**config.mk**
```make
export PLATFORM = sky130hd
export DESIGN_NAME = rv_core
export DESIGN_NICKNAME = d
export VERILOG_FILES = /design/src/hdl/rv_pkg.sv /design/src/hdl/rv_stage_if.sv /design/src/hdl/rv_core.sv /design/src/hdl/rv_write.sv /design/src/hdl/rv_execute.sv /design/src/hdl/rv_decode.sv /design/src/hdl/rv_regs.sv /design/src/hdl/rv_fetch.sv
export VERILOG_INCLUDE_DIRS = /design/src /design/src/hdl
export SDC_FILE = /design/constraint.sdc
export NUM_CORES = 2
export LEC_CHECK = 0
export BUFFER_PORTS_ARGS = -buffer_cell sky130_fd_sc_hd__buf_2
export CAP_MARGIN = 40
export CORE_UTILIZATION = 25
export CTS_BUF_LIST = sky130_fd_sc_hd__clkbuf_16
export CTS_CLUSTER_SIZE = 10
export DETAILED_ROUTE_END_ITERATION = 12
export PLACE_DENSITY = 0.38
export SYNTH_ARGS = -nofsm -noshare
export SYNTH_HDL_FRONTEND = slang
export SYNTH_SLANG_ARGS = --single-unit
```
**constraint.sdc**
```tcl
create_clock -name i_clk -period 16.54 [get_ports i_clk]
set_clock_uncertainty 0.05 [all_clocks]
set_input_delay 0.827 -clock i_clk [delete_from_list [all_inputs] [get_ports i_clk]]
set_output_delay 0.827 -clock i_clk [all_outputs]
set_load 0.01 [all_outputs]
```
**src/hdl/rv_config.svh**
```systemverilog
`ifndef RV_CONFIG_SVH
`define RV_CONFIG_SVH

// Integer register width.
`define RV_XLEN 32

// Register index width, which gives 32 registers.
`define RV_REG_BITS 5

// Byte address width of the instruction bus.
`define RV_IADDR_BITS 16

// First address fetched after reset.
`define RV_RESET_ADDR 16'h0000

// ADDI x0, x0, 0
`define RV_NOP 32'h0000_0013

`endif
```
**src/hdl/rv_pkg.sv**
```systemverilog
`include "rv_config.svh"

package rv_pkg;

    typedef enum logic [6:0] {
        OPC_OP     = 7'b0110011,
        OPC_OP_IMM = 7'b0010011,
        OPC_LUI    = 7'b0110111,
        OPC_LOAD   = 7'b0000011,
        OPC_STORE  = 7'b0100011,
        OPC_BRANCH = 7'b1100011,
        OPC_JAL    = 7'b1101111
    } opcode_e;

    typedef enum logic [3:0] {
        ALU_ADD, ALU_SUB, ALU_AND, ALU_OR, ALU_XOR,
        ALU_SLT, ALU_SLTU, ALU_SLL, ALU_SRL, ALU_SRA
    } alu_op_e;

    // Selects what the write stage puts into the register file.
    typedef enum logic [1:0] {
        RES_ALU = 2'd0,
        RES_MEM = 2'd1,
        RES_PC4 = 2'd2
    } res_src_e;

    typedef struct packed {
        logic                       valid;
        logic [`RV_IADDR_BITS-1:0]  pc;
        logic [`RV_REG_BITS-1:0]    rs1;
        logic [`RV_REG_BITS-1:0]    rs2;
        logic [`RV_REG_BITS-1:0]    rd;
        logic [`RV_XLEN-1:0]        imm;
        alu_op_e                    alu_op;
        res_src_e                   res_src;
        logic                       reg_write;
        logic                       op2_imm;
        logic                       is_store;
        logic                       is_branch;
        logic                       branch_ne;
        logic                       is_jal;
    } decode_t;

endpackage

```
**src/hdl/rv_stage_if.sv**
```systemverilog
`include "rv_config.svh"

interface rv_fetch_if;
    logic                       valid;
    logic [31:0]                instr;
    logic [`RV_IADDR_BITS-1:0]  pc;
    logic                       stall;

    modport fetch (output valid, output instr, output pc, input stall);
    modport decode (input valid, input instr, input pc, output stall);
endinterface

interface rv_exec_if;
    logic                       valid;
    logic [`RV_REG_BITS-1:0]    rd;
    logic                       reg_write;
    rv_pkg::res_src_e           res_src;
    logic [`RV_XLEN-1:0]        result;
    logic [`RV_XLEN-1:0]        store_data;
    logic                       busy;

    modport exec (
        output valid, output rd, output reg_write, output res_src,
        output result, output store_data, input busy
    );
    modport write (
        input valid, input rd, input reg_write, input res_src,
        input result, input store_data, output busy
    );
endinterface

```
**src/hdl/rv_core.sv**
```systemverilog
`include "rv_config.svh"

module rv_core (
    input  logic                        i_clk,
    input  logic                        i_rst,
    output logic                        o_instr_req,
    output logic [`RV_IADDR_BITS-1:0]   o_instr_addr,
    input  logic                        i_instr_ack,
    input  logic [31:0]                 i_instr_data,
    output logic                        o_data_req,
    output logic                        o_data_write,
    output logic [`RV_XLEN-1:0]         o_data_addr,
    output logic [`RV_XLEN-1:0]         o_data_wdata,
    input  logic                        i_data_ack,
    input  logic [`RV_XLEN-1:0]         i_data_rdata
);

    rv_fetch_if f_link ();
    rv_exec_if  e_link ();

    rv_pkg::decode_t             dec;
    logic [`RV_XLEN-1:0]         rs1_data;
    logic [`RV_XLEN-1:0]         rs2_data;
    logic                        hold;
    logic                        redirect;
    logic [`RV_IADDR_BITS-1:0]   target;
    logic                        wb_we;
    logic [`RV_REG_BITS-1:0]     wb_rd;
    logic [`RV_XLEN-1:0]         wb_data;

    rv_fetch u_fetch (
        .i_clk          (i_clk),
        .i_rst          (i_rst),
        .i_redirect     (redirect),
        .i_target       (target),
        .i_instr_ack    (i_instr_ack),
        .i_instr_data   (i_instr_data),
        .o_instr_req    (o_instr_req),
        .o_instr_addr   (o_instr_addr),
        .f_if           (f_link.fetch)
    );

    rv_decode u_decode (
        .i_clk          (i_clk),
        .i_rst          (i_rst),
        .i_redirect     (redirect),
        .i_hold         (hold),
        .f_if           (f_link.decode),
        .i_wb_we        (wb_we),
        .i_wb_rd        (wb_rd),
        .i_wb_data      (wb_data),
        .o_rs1_data     (rs1_data),
        .o_rs2_data     (rs2_data),
        .o_dec          (dec)
    );

    rv_execute u_execute (
        .i_clk          (i_clk),
        .i_rst          (i_rst),
        .i_dec          (dec),
        .i_rs1_data     (rs1_data),
        .i_rs2_data     (rs2_data),
        .i_wb_we        (wb_we),
        .i_wb_rd        (wb_rd),
        .i_wb_data      (wb_data),
        .o_hold         (hold),
        .o_redirect     (redirect),
        .o_target       (target),
        .e_if           (e_link.exec)
    );

    rv_write u_write (
        .i_clk          (i_clk),
        .i_rst          (i_rst),
        .w_if           (e_link.write),
        .o_data_req     (o_data_req),
        .o_data_write   (o_data_write),
        .o_data_addr    (o_data_addr),
        .o_data_wdata   (o_data_wdata),
        .i_data_ack     (i_data_ack),
        .i_data_rdata   (i_data_rdata),
        .o_wb_we        (wb_we),
        .o_wb_rd        (wb_rd),
        .o_wb_data      (wb_data)
    );

endmodule

```
**src/hdl/rv_write.sv**
```systemverilog
`include "rv_config.svh"

module rv_write (
    input  logic                        i_clk,
    input  logic                        i_rst,
    rv_exec_if.write                    w_if,
    output logic                        o_data_req,
    output logic                        o_data_write,
    output logic [`RV_XLEN-1:0]         o_data_addr,
    output logic [`RV_XLEN-1:0]         o_data_wdata,
    input  logic                        i_data_ack,
    input  logic [`RV_XLEN-1:0]         i_data_rdata,
    output logic                        o_wb_we,
    output logic [`RV_REG_BITS-1:0]     o_wb_rd,
    output logic [`RV_XLEN-1:0]         o_wb_data
);

    logic mem_op;

    assign mem_op = w_if.valid && (w_if.res_src == rv_pkg::RES_MEM);

    // Loads write a register and stores do not.
    assign o_data_req   = mem_op;
    assign o_data_write = !w_if.reg_write;
    assign o_data_addr  = w_if.result;
    assign o_data_wdata = w_if.store_data;

    assign w_if.busy = mem_op && !i_data_ack;

    assign o_wb_we   = w_if.valid && w_if.reg_write && !w_if.busy;
    assign o_wb_rd   = w_if.rd;
    assign o_wb_data = (w_if.res_src == rv_pkg::RES_MEM) ? i_data_rdata : w_if.result;

endmodule

```
**src/hdl/rv_execute.sv**
```systemverilog
`include "rv_config.svh"

module rv_execute (
    input  logic                        i_clk,
    input  logic                        i_rst,
    input  rv_pkg::decode_t             i_dec,
    input  logic [`RV_XLEN-1:0]         i_rs1_data,
    input  logic [`RV_XLEN-1:0]         i_rs2_data,
    input  logic                        i_wb_we,
    input  logic [`RV_REG_BITS-1:0]     i_wb_rd,
    input  logic [`RV_XLEN-1:0]         i_wb_data,
    output logic                        o_hold,
    output logic                        o_redirect,
    output logic [`RV_IADDR_BITS-1:0]   o_target,
    rv_exec_if.exec                     e_if
);

    logic [`RV_XLEN-1:0] op1;
    logic [`RV_XLEN-1:0] rs2v;
    logic [`RV_XLEN-1:0] op2;
    logic [`RV_XLEN-1:0] alu;
    logic [`RV_XLEN-1:0] pc4;
    logic [4:0]          shamt;
    logic                taken;

    // Results from the write stage override the values read in decode.
    assign op1  = (i_wb_we && i_wb_rd != '0 && i_wb_rd == i_dec.rs1) ? i_wb_data : i_rs1_data;
    assign rs2v = (i_wb_we && i_wb_rd != '0 && i_wb_rd == i_dec.rs2) ? i_wb_data : i_rs2_data;
    assign op2  = i_dec.op2_imm ? i_dec.imm : rs2v;
    assign shamt = op2[4:0];

    always_comb begin
        case (i_dec.alu_op)
            rv_pkg::ALU_SUB:  alu = op1 - op2;
            rv_pkg::ALU_AND:  alu = op1 & op2;
            rv_pkg::ALU_OR:   alu = op1 | op2;
            rv_pkg::ALU_XOR:  alu = op1 ^ op2;
            rv_pkg::ALU_SLT:  alu = `RV_XLEN'($signed(op1) < $signed(op2));
            rv_pkg::ALU_SLTU: alu = `RV_XLEN'(op1 < op2);
            rv_pkg::ALU_SLL:  alu = op1 << shamt;
            rv_pkg::ALU_SRL:  alu = op1 >> shamt;
            rv_pkg::ALU_SRA:  alu = $signed(op1) >>> shamt;
            default:          alu = op1 + op2;
        endcase
    end

    assign pc4   = `RV_XLEN'(i_dec.pc) + `RV_XLEN'(4);
    assign taken = i_dec.is_jal || (i_dec.is_branch && ((op1 == rs2v) != i_dec.branch_ne));

    assign o_hold     = e_if.busy;
    assign o_redirect = i_dec.valid && taken && !e_if.busy;
    assign o_target   = i_dec.pc + i_dec.imm[`RV_IADDR_BITS-1:0];

    always_ff @(posedge i_clk) begin
        if (i_rst) begin
            e_if.valid <= 1'b0;
        end else if (!e_if.busy) begin
            e_if.valid      <= i_dec.valid && (i_dec.reg_write || i_dec.is_store);
            e_if.rd         <= i_dec.rd;
            e_if.reg_write  <= i_dec.reg_write;
            e_if.res_src    <= i_dec.res_src;
            e_if.result     <= (i_dec.res_src == rv_pkg::RES_PC4) ? pc4 : alu;
            e_if.store_data <= rs2v;
        end
    end

endmodule

```
**src/hdl/rv_decode.sv**
```systemverilog
`include "rv_config.svh"

module rv_decode (
    input  logic                        i_clk,
    input  logic                        i_rst,
    input  logic                        i_redirect,
    input  logic                        i_hold,
    rv_fetch_if.decode                  f_if,
    input  logic                        i_wb_we,
    input  logic [`RV_REG_BITS-1:0]     i_wb_rd,
    input  logic [`RV_XLEN-1:0]         i_wb_data,
    output logic [`RV_XLEN-1:0]         o_rs1_data,
    output logic [`RV_XLEN-1:0]         o_rs2_data,
    output rv_pkg::decode_t             o_dec
);

    rv_pkg::decode_t         dec;
    logic [31:0]             ins;
    logic                    f7;
    logic                    hazard;
    logic                    take;
    logic [`RV_REG_BITS-1:0] rd_idx1;
    logic [`RV_REG_BITS-1:0] rd_idx2;
    logic [`RV_XLEN-1:0]     rd1;
    logic [`RV_XLEN-1:0]     rd2;

    assign ins = f_if.instr;
    assign f7  = ins[30];

    always_comb begin
        dec           = '0;
        dec.valid     = 1'b1;
        dec.pc        = f_if.pc;
        dec.rd        = ins[11:7];
        dec.alu_op    = rv_pkg::ALU_ADD;
        dec.res_src   = rv_pkg::RES_ALU;
        dec.imm       = {{20{ins[31]}}, ins[31:20]};
        case (ins[6:0])
            rv_pkg::OPC_OP, rv_pkg::OPC_OP_IMM: begin
                dec.rs1       = ins[19:15];
                dec.op2_imm   = (ins[6:0] == rv_pkg::OPC_OP_IMM);
                dec.rs2       = dec.op2_imm ? '0 : ins[24:20];
                dec.reg_write = 1'b1;
                case (ins[14:12])
                    3'd0: dec.alu_op = (f7 && !dec.op2_imm) ? rv_pkg::ALU_SUB : rv_pkg::ALU_ADD;
                    3'd1: dec.alu_op = rv_pkg::ALU_SLL;
                    3'd2: dec.alu_op = rv_pkg::ALU_SLT;
                    3'd3: dec.alu_op = rv_pkg::ALU_SLTU;
                    3'd4: dec.alu_op = rv_pkg::ALU_XOR;
                    3'd5: dec.alu_op = f7 ? rv_pkg::ALU_SRA : rv_pkg::ALU_SRL;
                    3'd6: dec.alu_op = rv_pkg::ALU_OR;
                    default: dec.alu_op = rv_pkg::ALU_AND;
                endcase
            end
            rv_pkg::OPC_LUI: begin
                dec.imm       = {ins[31:12], 12'b0};
                dec.op2_imm   = 1'b1;
                dec.reg_write = 1'b1;
            end
            rv_pkg::OPC_LOAD: begin
                dec.rs1       = ins[19:15];
                dec.op2_imm   = 1'b1;
                dec.res_src   = rv_pkg::RES_MEM;
                dec.reg_write = (ins[14:12] == 3'd2);
            end
            rv_pkg::OPC_STORE: begin
                dec.rs1      = ins[19:15];
                dec.rs2      = ins[24:20];
                dec.imm      = {{20{ins[31]}}, ins[31:25], ins[11:7]};
                dec.op2_imm  = 1'b1;
                dec.res_src  = rv_pkg::RES_MEM;
                dec.is_store = (ins[14:12] == 3'd2);
            end
            rv_pkg::OPC_BRANCH: begin
                dec.rs1       = ins[19:15];
                dec.rs2       = ins[24:20];
                dec.imm       = {{19{ins[31]}}, ins[31], ins[7], ins[30:25], ins[11:8], 1'b0};
                dec.is_branch = (ins[14:13] == 2'b00);
                dec.branch_ne = ins[12];
            end
            rv_pkg::OPC_JAL: begin
                dec.imm       = {{11{ins[31]}}, ins[31], ins[19:12], ins[20], ins[30:21], 1'b0};
                dec.res_src   = rv_pkg::RES_PC4;
                dec.reg_write = 1'b1;
                dec.is_jal    = 1'b1;
            end
            default: ;
        endcase
    end

    // A load still in execute cannot feed the next instruction yet.
    assign hazard = o_dec.valid && o_dec.res_src == rv_pkg::RES_MEM && o_dec.reg_write &&
                    o_dec.rd != '0 && (o_dec.rd == dec.rs1 || o_dec.rd == dec.rs2);
    assign f_if.stall = i_hold || hazard;
    assign take       = f_if.valid && !f_if.stall;

    // While held, the register data is read again so that write-backs are not missed.
    assign rd_idx1 = i_hold ? o_dec.rs1 : dec.rs1;
    assign rd_idx2 = i_hold ? o_dec.rs2 : dec.rs2;

    rv_regs u_regs (
        .i_clk  (i_clk),
        .i_rst  (i_rst),
        .i_rs1  (rd_idx1),
        .i_rs2  (rd_idx2),
        .i_we   (i_wb_we),
        .i_rd   (i_wb_rd),
        .i_wd   (i_wb_data),
        .o_rd1  (rd1),
        .o_rd2  (rd2)
    );

    always_ff @(posedge i_clk) begin
        o_rs1_data <= rd1;
        o_rs2_data <= rd2;
        if (i_rst || i_redirect) begin
            o_dec.valid <= 1'b0;
        end else if (!i_hold) begin
            if (take) begin
                o_dec <= dec;
            end else begin
                o_dec.valid <= 1'b0;
            end
        end
    end

endmodule

```
**src/hdl/rv_regs.sv**
```systemverilog
`include "rv_config.svh"

module rv_regs (
    input  logic                        i_clk,
    input  logic                        i_rst,
    input  logic [`RV_REG_BITS-1:0]     i_rs1,
    input  logic [`RV_REG_BITS-1:0]     i_rs2,
    input  logic                        i_we,
    input  logic [`RV_REG_BITS-1:0]     i_rd,
    input  logic [`RV_XLEN-1:0]         i_wd,
    output logic [`RV_XLEN-1:0]         o_rd1,
    output logic [`RV_XLEN-1:0]         o_rd2
);

    logic [`RV_XLEN-1:0] regs [2**`RV_REG_BITS];
    logic                wr_en;

    assign wr_en = i_we && !i_rst && (i_rd != '0);

    always_ff @(posedge i_clk) begin
        if (wr_en) begin
            regs[i_rd] <= i_wd;
        end
    end

    // A write in the same cycle is visible to the reads.
    assign o_rd1 = (i_rs1 == '0) ? '0 : (wr_en && i_rd == i_rs1) ? i_wd : regs[i_rs1];
    assign o_rd2 = (i_rs2 == '0) ? '0 : (wr_en && i_rd == i_rs2) ? i_wd : regs[i_rs2];

endmodule

```
**src/hdl/rv_fetch.sv**
```systemverilog
`include "rv_config.svh"

module rv_fetch (
    input  logic                        i_clk,
    input  logic                        i_rst,
    input  logic                        i_redirect,
    input  logic [`RV_IADDR_BITS-1:0]   i_target,
    input  logic                        i_instr_ack,
    input  logic [31:0]                 i_instr_data,
    output logic                        o_instr_req,
    output logic [`RV_IADDR_BITS-1:0]   o_instr_addr,
    rv_fetch_if.fetch                   f_if
);

    logic [`RV_IADDR_BITS-1:0] pc;
    logic [`RV_IADDR_BITS-1:0] pc_sel;
    logic                      req;
    logic                      discard;
    logic                      done;
    logic                      fill;
    logic                      buf_free;

    assign done     = req && i_instr_ack;
    assign fill     = done && !discard && !i_redirect;
    assign buf_free = !f_if.valid || !f_if.stall || i_redirect;
    assign pc_sel   = i_redirect ? i_target : pc;

    always_ff @(posedge i_clk) begin
        if (i_rst) begin
            req        <= 1'b0;
            discard    <= 1'b0;
            f_if.valid <= 1'b0;
            pc         <= `RV_RESET_ADDR;
        end else begin
            if (f_if.valid && !f_if.stall) begin
                f_if.valid <= 1'b0;
            end
            if (done) begin
                req     <= 1'b0;
                discard <= 1'b0;
            end
            if (fill) begin
                f_if.valid <= 1'b1;
                f_if.instr <= i_instr_data;
                f_if.pc    <= o_instr_addr;
            end
            // The response still on its way belongs to the old path.
            if (i_redirect) begin
                f_if.valid <= 1'b0;
                pc         <= i_target;
                if (req && !i_instr_ack) begin
                    discard <= 1'b1;
                end
            end
            if ((!req || done) && buf_free && !fill) begin
                req          <= 1'b1;
                o_instr_addr <= pc_sel;
                pc           <= pc_sel + `RV_IADDR_BITS'd4;
            end
        end
    end

    assign o_instr_req = req;

endmodule

```
==> Yosys cells after proc, flatten, opt, wreduce, memory -nomap -nowiden <==
Memories as Yosys holds them, arrays and structs flattened. A register that Yosys moved wholly into a read port is not among the register bits.
Index checks and enable logic that the tools add are counted.
{ "word_totals": {"ff_bits": 232, "mem_bits_rw": 1024, "inputBits": 68, "wordCells": 170, "mem_count": 1} }
{ "mem_list": {"columns": ["name", "words", "word_bits", "read_ports", "rd_clocked_by_memory_dff", "wr", "line", "source"], "rows": [
  ["u_decode.u_regs.regs", 32, 32, 2, 2, 1, "rv_regs.sv:15", "logic [`RV_XLEN-1:0] regs [2**`RV_REG_BITS];"]
]} }
{ "op_classes": {"n_addsub": 5, "magnitude_cmp": 2, "eq_ne": 31, "shift": 3, "mux": 31, "n_bitwise": 6, "reduce_logical": 64} }
{ "op_table": {"columns": ["cell", "n"], "rows": [
  ["32-bit case mux with 9 select lines", 1],
  ["32-bit two-way mux", 5],
  ["31-bit case mux with 4 select lines", 1],
  ["32-bit less-than comparator", 2],
  ["32-bit adder", 1],
  ["32-bit bitwise AND", 1],
  ["32-bit == test", 1],
  ["16-bit two-way mux", 2],
  ["32-bit OR", 1],
  ["32-bit by 5-bit left shift with 32-bit output", 1],
  ["32-bit by 5-bit right shift with 32-bit output", 1],
  ["32-bit by 5-bit >>> shifter with 32-bit output", 1],
  ["32-bit subtractor", 1],
  ["32-bit XOR", 1],
  ["4-bit case mux with 7 select lines", 1],
  ["1-bit logical AND", 25],
  ["7-bit by 6-bit == test with 1-bit output (second input constant)", 3],
  ["5-bit == test", 4],
  ["5-bit two-way mux", 4],
  ["16-bit by 3-bit adder with 17-bit output (second input constant)", 1],
  ["16-bit adder", 1],
  ["16-bit by 3-bit adder with 16-bit output (second input constant)", 1],
  ["4-bit by 3-bit == test with 1-bit output (second input constant)", 4],
  ["7-bit == test (second input constant)", 2],
  ["other kinds (29)", 76]
]} }

==> Longest topological paths before layout <==
{ "depth": {"depth_word": 19, "depth_mapped": 25, "mapped_depth_nobuf": 22} }

==> Hierarchy <==
From an unflattened synthesis, not the netlist that was laid out.
{ "unflattened": {"hier_cells": 4958, "area_unflattened_um2": 70257.4} }
{ "modules_own_cells": {"columns": ["module", "instances", "cells_per_inst", "area_per_inst_um2", "seq_area_each_um2"], "rows": [
  ["rv_regs", 1, 2651, 47863.4, 30749.5],
  ["rv_execute", 1, 1711, 13656.8, 2182.1],
  ["rv_decode", 1, 294, 4569.4, 3553.4],
  ["rv_fetch", 1, 190, 3083.0, 2302.2],
  ["rv_write", 1, 112, 1084.8, 0.0]
]} }

==> Worst setup path before layout <==
OpenSTA, ideal clock, no wires.
{ "synth_timing": {"path_type": "input port to flip-flop", "start": "input i_data_ack", "end": "register u_fetch.f_if.instr[0] (enable)", "arrival_ns": 6.849, "required_time_ns": 15.977, "slack_ns": 9.128, "cell_stages": 14, "path_cell_list": "inv_1 -> a221oi_2 -> nand4_4 -> buf_6 -> mux2_2 -> xnor2_1 -> nor4_1 -> nand4_1 -> o21a_1 -> o2111a_2 -> nor2_8 -> buf_4 -> nand2_2 -> nor3_1"} }
{ "synth_between": {"elab_chain_cells": 16, "word_cells_on_any_way": 18, "classes_between": "eq/ne (2); mux (2); reduce/logical (14)"} }
{ "synth_rtl": {"columns": ["element", "line", "source"], "rows": [
  ["start, declared", "rv_core.sv:14", "input logic i_data_ack,"],
  ["1-bit logical NOT (*)", "rv_write.sv:28", "assign w_if.busy = mem_op && !i_data_ack;"],
  ["1-bit logical AND (*)", "rv_write.sv:28", null],
  ["1-bit logical NOT (*)", "rv_write.sv:30, rv_execute.sv:51", null],
  ["1-bit logical AND", "rv_write.sv:30", "assign o_wb_we = w_if.valid && w_if.reg_write && !w_if.busy;"],
  ["1-bit logical AND", "rv_execute.sv:27, rv_execute.sv:28", null],
  ["1-bit logical AND, on equally long branches", "rv_execute.sv:27, rv_execute.sv:28", null],
  ["32-bit two-way mux, on equally long branches", "rv_execute.sv:27, rv_execute.sv:28", null],
  ["32-bit == test", "rv_execute.sv:48", "assign taken = i_dec.is_jal || (i_dec.is_branch && ((op1 == rs2v) != i_dec.branch_ne));"],
  ["1-bit inequality test", "rv_execute.sv:48", null],
  ["1-bit logical AND", "rv_execute.sv:48", null],
  ["1-bit logical OR", "rv_execute.sv:48", null],
  ["1-bit logical AND", "rv_execute.sv:51", "assign o_redirect = i_dec.valid && taken && !e_if.busy;"],
  ["1-bit logical AND (*)", "rv_execute.sv:51", null],
  ["1-bit logical NOT (*)", "rv_fetch.sv:24", "assign fill = done && !discard && !i_redirect;"],
  ["1-bit logical AND (*)", "rv_fetch.sv:24", null],
  ["2-bit AND reduction (no source line) (*)", null, null],
  ["end signal, assigned", "rv_fetch.sv:44", "f_if.instr <= i_instr_data;"],
  ["end, declared", "rv_stage_if.sv:9", "modport fetch (output valid, output instr, output pc, input stall);"]
]} }
Mark *: on every way between the ends. The rest lies on a longest branch, timed or not.
A chain may end at the register's enable or synchronous reset.

==> Final worst setup path <==
{ "layout_timing": {"start": "register u_execute.e_if.res_src[0]", "end": "register u_execute.e_if.result[31] (data pin)"} }
{ "layout_between": {"elab_chain_cells": 12, "word_cells_on_any_way": 22, "classes_between": "add/sub (2); eq/ne (1); shift (3); mux (6); bitwise (3); reduce/logical (7)"} }
{ "layout_rtl": {"columns": ["element", "line", "source"], "rows": [
  ["start, declared", "rv_stage_if.sv:23", "output valid, output rd, output reg_write, output res_src,"],
  ["2-bit by 1-bit == test with 1-bit output (*)", "rv_write.sv:20, rv_write.sv:32", null],
  ["1-bit logical AND", "rv_write.sv:20", "assign mem_op = w_if.valid && (w_if.res_src == rv_pkg::RES_MEM);"],
  ["1-bit logical AND", "rv_write.sv:28", null],
  ["1-bit logical NOT", "rv_write.sv:30", null],
  ["1-bit logical AND", "rv_write.sv:30", null],
  ["1-bit logical AND (2 in series)", "rv_execute.sv:28", "assign rs2v = (i_wb_we && i_wb_rd != '0 && i_wb_rd == i_dec.rs2) ? i_wb_data : i_rs2_data;"],
  ["32-bit two-way mux (*)", "rv_execute.sv:28", null],
  ["via u_execute.rs2v[2]", "rv_execute.sv:19", "logic [`RV_XLEN-1:0] rs2v;"],
  ["32-bit two-way mux (*)", "rv_execute.sv:29", "assign op2 = i_dec.op2_imm ? i_dec.imm : rs2v;"],
  ["32-bit adder (tied with other cells)", "rv_execute.sv:43", "default: alu = op1 + op2;"],
  ["32-bit case mux with 9 select lines (*)", "rv_execute.sv:33", "case (i_dec.alu_op)"],
  ["32-bit two-way mux (*)", "rv_execute.sv:62", "e_if.result <= (i_dec.res_src == rv_pkg::RES_PC4) ? pc4 : alu;"],
  ["end signal, assigned", "rv_execute.sv:62", null],
  ["end, declared", "rv_stage_if.sv:24", "output result, output store_data, input busy"]
]} }
The timed path passes the listed nets; every way through them passes the cells marked *.

==> impl_metrics.sql <==
INSERT INTO impl_metrics (metric_group, metric, value, unit) VALUES
('setup_path', 'timing.rr.end', 'u_execute.e_if.result[31]', ''),
('pwr', 'pwr-share-comb', '6.0', '%'),
('hold_path', 'min_delay_path_depth', '1', ''),
('grt', 'grt_usage', '22.7', '%'),
('clocking', 'htree_levels', '4', ''),
('die', 'boundaryPins', '151', ''),
('die', 'floorplan.die.width', '540', 'um'),
('pwr', 'cell_internal_pwr', '0.00569', 'W'),
('setup_path', 'worst-path-max-fanout', '59', ''),
('drt', 'number_of_drc_violations_after_detailed_routing_iteration_0', '6827', ''),
('setup_path', 'timing.critical_path.buf_inv', '5', ''),
('flow_run', 'drv_cap', '0', ''),
('drt', 'vias_after_detailed_routing', '62625', ''),
('clocking', 'worst_setup_hold_path_clk_slew', '0.07', 'ns'),
('die', 'floorplan.die_area', '292000', 'um^2'),
('logic_synthesis', 'synth_edf_count', '1234', ''),
('logic_synthesis', 'postSynthCellCount', '7631', ''),
('setup_path', 'timing.critical_path.max_delay_family', 'compound AO/OA/AOI/OAI gates', ''),
('final_layout', 'fillCellCount', '29791', ''),
('clocking', 'tritoncts', 'built', ''),
('logic_synthesis', 'synth_top_cell_by_area', 'edfxtp_1', ''),
('setup_path', 'critPathRequiredTime', '17.06', 'ns'),
('pwr', 'power', '0.00760', 'W'),
('drt', 'wire_per_inst', '29.7', 'um'),
('setup_path', 'worstRegToRegCells', '22', ''),
('placed_design', 'dp.final_hpwl', '211', 'mm'),
('clocking', 'clock_buffers_created_by_tritoncts', '166', ''),
('logic_synthesis', 'synth_area', '72400', 'um^2'),
('final_layout', 'post_route_cells_drive_above_1_share', '8.96', '%'),
('clocking', 'ctsResizeCount', '0', ''),
('grt', 'vias_in_the_first_global_route', '60011', ''),
('sta', 'rsz0062_at_grt', 'false', ''),
('setup_path', 'critPathMaxStageDelay', '0.74', 'ns'),
('sta', 'layout_worst_path_cycle_share', '46.5', '%'),
('sta', 'maxClockFrequency', '130', 'MHz'),
('die', 'effective_utilization_at_floorplan', '25.1', '%'),
('logic_synthesis', 'synth_warn', '0', ''),
('logic_synthesis', 'synth_register_bits', '1319', ''),
('clocking', 'clock_tree_root', 'clkbuf_16', ''),
('sta', 'final-setup-viol-count', '0', ''),
('pwr', 'static-leakage-power', '30.2', 'nW'),
('logic_synthesis', 'yosys-top-cells-area', 'edfxtp_1, nand2_1, a311oi_1, nand3_1, clkbuf_1', ''),
('clocking', 'clock_tree.buffer_depth', '3', ''),
('setup_path', 'start_kind', 'flip-flop', ''),
('clocking', 'worst_skew_pair.late_latency', '0.85', 'ns'),
('clocking', 'clock-sinks', '1319', ''),
('logic_synthesis', 'netlist.area_leader.share', '51.2', '%'),
('hold_path', 'min_delay_worst_endpoint', 'u_fetch.f_if.instr[8]', ''),
('clocking', 'hold_buffer_count_at_cts', '0', ''),
('final_layout', 'fin_nets', '7786', ''),
('pwr', 'p_clk_share', '45.0', '%'),
('die', 'fp.coreArea', '288000', 'um^2'),
('die', 'die-height', '540', 'um'),
('setup_path', 'critical_path.cell_chain', 'nor2b_4, buf_4, a221o_1, nor3_4, buf_4, mux2i_1, mux2_2, buf_4, inv_1, buf_4, ha_1, a21oi_1, o21ai_0, a31oi_1, nand3_1, a311oi_1, o21ai_0, a31oi_1, o31ai_1, a21oi_1, mux2i_1, a41oi_1', ''),
('run_status', 'run_status', 'completed', ''),
('pwr', 'seq_power_share', '49.0', '%'),
('sta', 'final.min_clock_period', '7.69', 'ns'),
('drt', 'drt_pass1_iterations', '6', ''),
('grt', 'grt_antenna_before_repair', '37', ''),
('logic_synthesis', 'yosysMostFrequentCell', 'nand2_1', ''),
('pwr', 'power.ir.vdd_worst', '113', 'uV'),
('drt', 'routed_wirelength', '342', 'mm'),
('grt', 'maximum_number_of_pins_on_one_net_before_global_route_repair', '122', ''),
('logic_synthesis', 'async_flop_share', '0', '%'),
('setup_path', 'arrival', '8.21', 'ns'),
('logic_synthesis', 'yosys_most_used_dff', 'edfxtp_1', ''),
('sta', 'final_max_slew_viol_count', '0', ''),
('logic_synthesis', 'yosysUniqueCellTypes', '91', ''),
('placed_design', 'placement.io_buffers', '150', ''),
('setup_path', 'cp_common_cell', 'buf_4', ''),
('pwr', 'power_per_cell_area', '91.2', 'nW/um^2');
## worst reg2reg max path: cells and delay by family (launching register included)
kind	cells	cell delay (ns)
AO/OA/AOI/OAI	10	3.46
adder cells (fa/ha/maj)	1	0.32
buffers and inverters	5	1.84
flip-flops	1	0.39
multiplexers	3	0.80
AND/OR/NAND/NOR	3	0.59
## how the worst max path moves through the flow
stage | from | end | slack (ns) | depth (start not counted)
after floorplan | i_data_ack | u_fetch.f_if.instr[0] | 9.13 | 14
after detailed placement | i_data_ack | u_execute.e_if.result[31] | 8.86 | 22
final | u_execute.e_if.res_src[0] | u_execute.e_if.result[31] | 8.85 | 22
after CTS | u_execute.e_if.res_src[0] | u_execute.e_if.result[31] | 9.02 | 22
after global placement | i_data_ack | u_execute.e_if.result[31] | 8.77 | 22
after global routing | u_execute.e_if.rd[2] | u_execute.e_if.result[31] | 8.47 | 21
## cells in the final DEF (no fill, tap or decap), types with 18 or more instances in the layout
| master | synthesis | layout |
|---|---|---|
| nor2_4 | 0 | 35 |
| ha_1 | 114 | 114 |
| nand4_1 | 19 | 19 |
| xor2_1 | 36 | 36 |
| inv_1 | 169 | 240 |
| nand2_1 | 2314 | 2314 |
| conb_1 | 1 | 32 |
| mux2_2 | 32 | 32 |
| nand3_1 | 567 | 566 |
| nor2_1 | 303 | 268 |
| a21o_1 | 64 | 64 |
| clkinv_1 | 1 | 28 |
| and3_1 | 275 | 274 |
| xnor2_1 | 105 | 105 |
| nor3_1 | 40 | 37 |
| buf_12 | 0 | 19 |
| dfxtp_1 | 85 | 85 |
| nor4_1 | 18 | 18 |
| mux2i_1 | 151 | 146 |
| o22ai_1 | 32 | 32 |
| o21bai_1 | 18 | 18 |
| a22oi_1 | 19 | 19 |
| a31oi_1 | 157 | 157 |
| o211ai_1 | 31 | 31 |
| a211oi_1 | 142 | 142 |
| a21oi_1 | 261 | 259 |
| a311oi_1 | 388 | 388 |
| buf_4 | 4 | 169 |
| clkbuf_16 | 0 | 167 |
| o21ai_0 | 168 | 168 |
| buf_2 | 49 | 155 |
| edfxtp_1 | 1234 | 1234 |
## routing by layer
layer | up-vias | share of wire, % | global-route usage (%)
met4 | 6 | 3.5 | 7.98
met3 | 482 | 6.4 | 3.01
met1 | 31795 | 45 | 31.7
met2 | 2672 | 45 | 35.9
li1 | 27670 | - | -
met5 | - | 0.013 | 0
## cell families (layout without fill, tap and decap cells)
kind of cell	after synthesis	in the layout	synth area share (%)
other	1	41	0.00518
AO/OA/AOI/OAI	1450	1450	14.2
buffers and inverters	767	830	4.12
adder cells (fa/ha/maj)	117	117	2.05
AND/OR/NAND/NOR	3633	3633	21.4
XOR/XNOR	141	141	1.71
flip-flops	1319	1319	53.5
multiplexers	203	203	2.98
## sequential cells by signal (all words and copies together), names as in the netlist, named ones only
register / flops
u_execute.e_if.res_src: 2
u_fetch.f_if.pc: 16
u_execute.e_if.rd: 5
u_execute.e_if.valid: 1
u_decode.o_rs2_data: 32
u_fetch.o_instr_addr: 16
u_execute.e_if.result: 32
u_decode.u_regs.regs: 1024
u_decode.o_rs1_data: 32
u_execute.e_if.store_data: 32
u_fetch.f_if.instr: 32
u_fetch.f_if.valid: 1
u_fetch.o_instr_req: 1
u_decode.o_dec: 75
u_execute.e_if.reg_write: 1
u_fetch.pc: 16
## area by class of cell
cell class / count / area [um^2] / area share, %
sequential: 1319 / 38800 / 46.5
timing repair buffer: 364 / 2910 / 3.49
clock buffer: 167 / 4180 / 5.01
clock inverter: 125 / 860 / 1.03
multi-input combinational: 5576 / 31300 / 37.5
antenna: 9 / 22.5 / 0.0270
tap: 3781 / 4730 / 5.67
inverter: 174 / 653 / 0.783
## per-stage QoR
step	worst slack [ns]	hold slack [ns]	instances	cell area (um^2)
floorplan	9.13	0.350	7662	72500
global placement	8.77	0.352	11177	77700
detailed placement	8.86	0.356	11213	78300
CTS	9.02	0.0395	11505	83400
global route	8.47	0.0650	11509	83400
finish	8.85	0.106	11515	83400
## power groups by stage
stage / clock [W] / combinational, W / sequential [W]
floorplan: 0 / 0.000244 / 0.00379
global placement: 0 / 0.000447 / 0.00380
detailed placement: 0 / 0.000451 / 0.00380
CTS: 0.00350 / 0.000453 / 0.00373
global route: 0.00361 / 0.000484 / 0.00373
finish: 0.00342 / 0.000457 / 0.00373
Note: power is estimated with default switching activity, not from simulation.
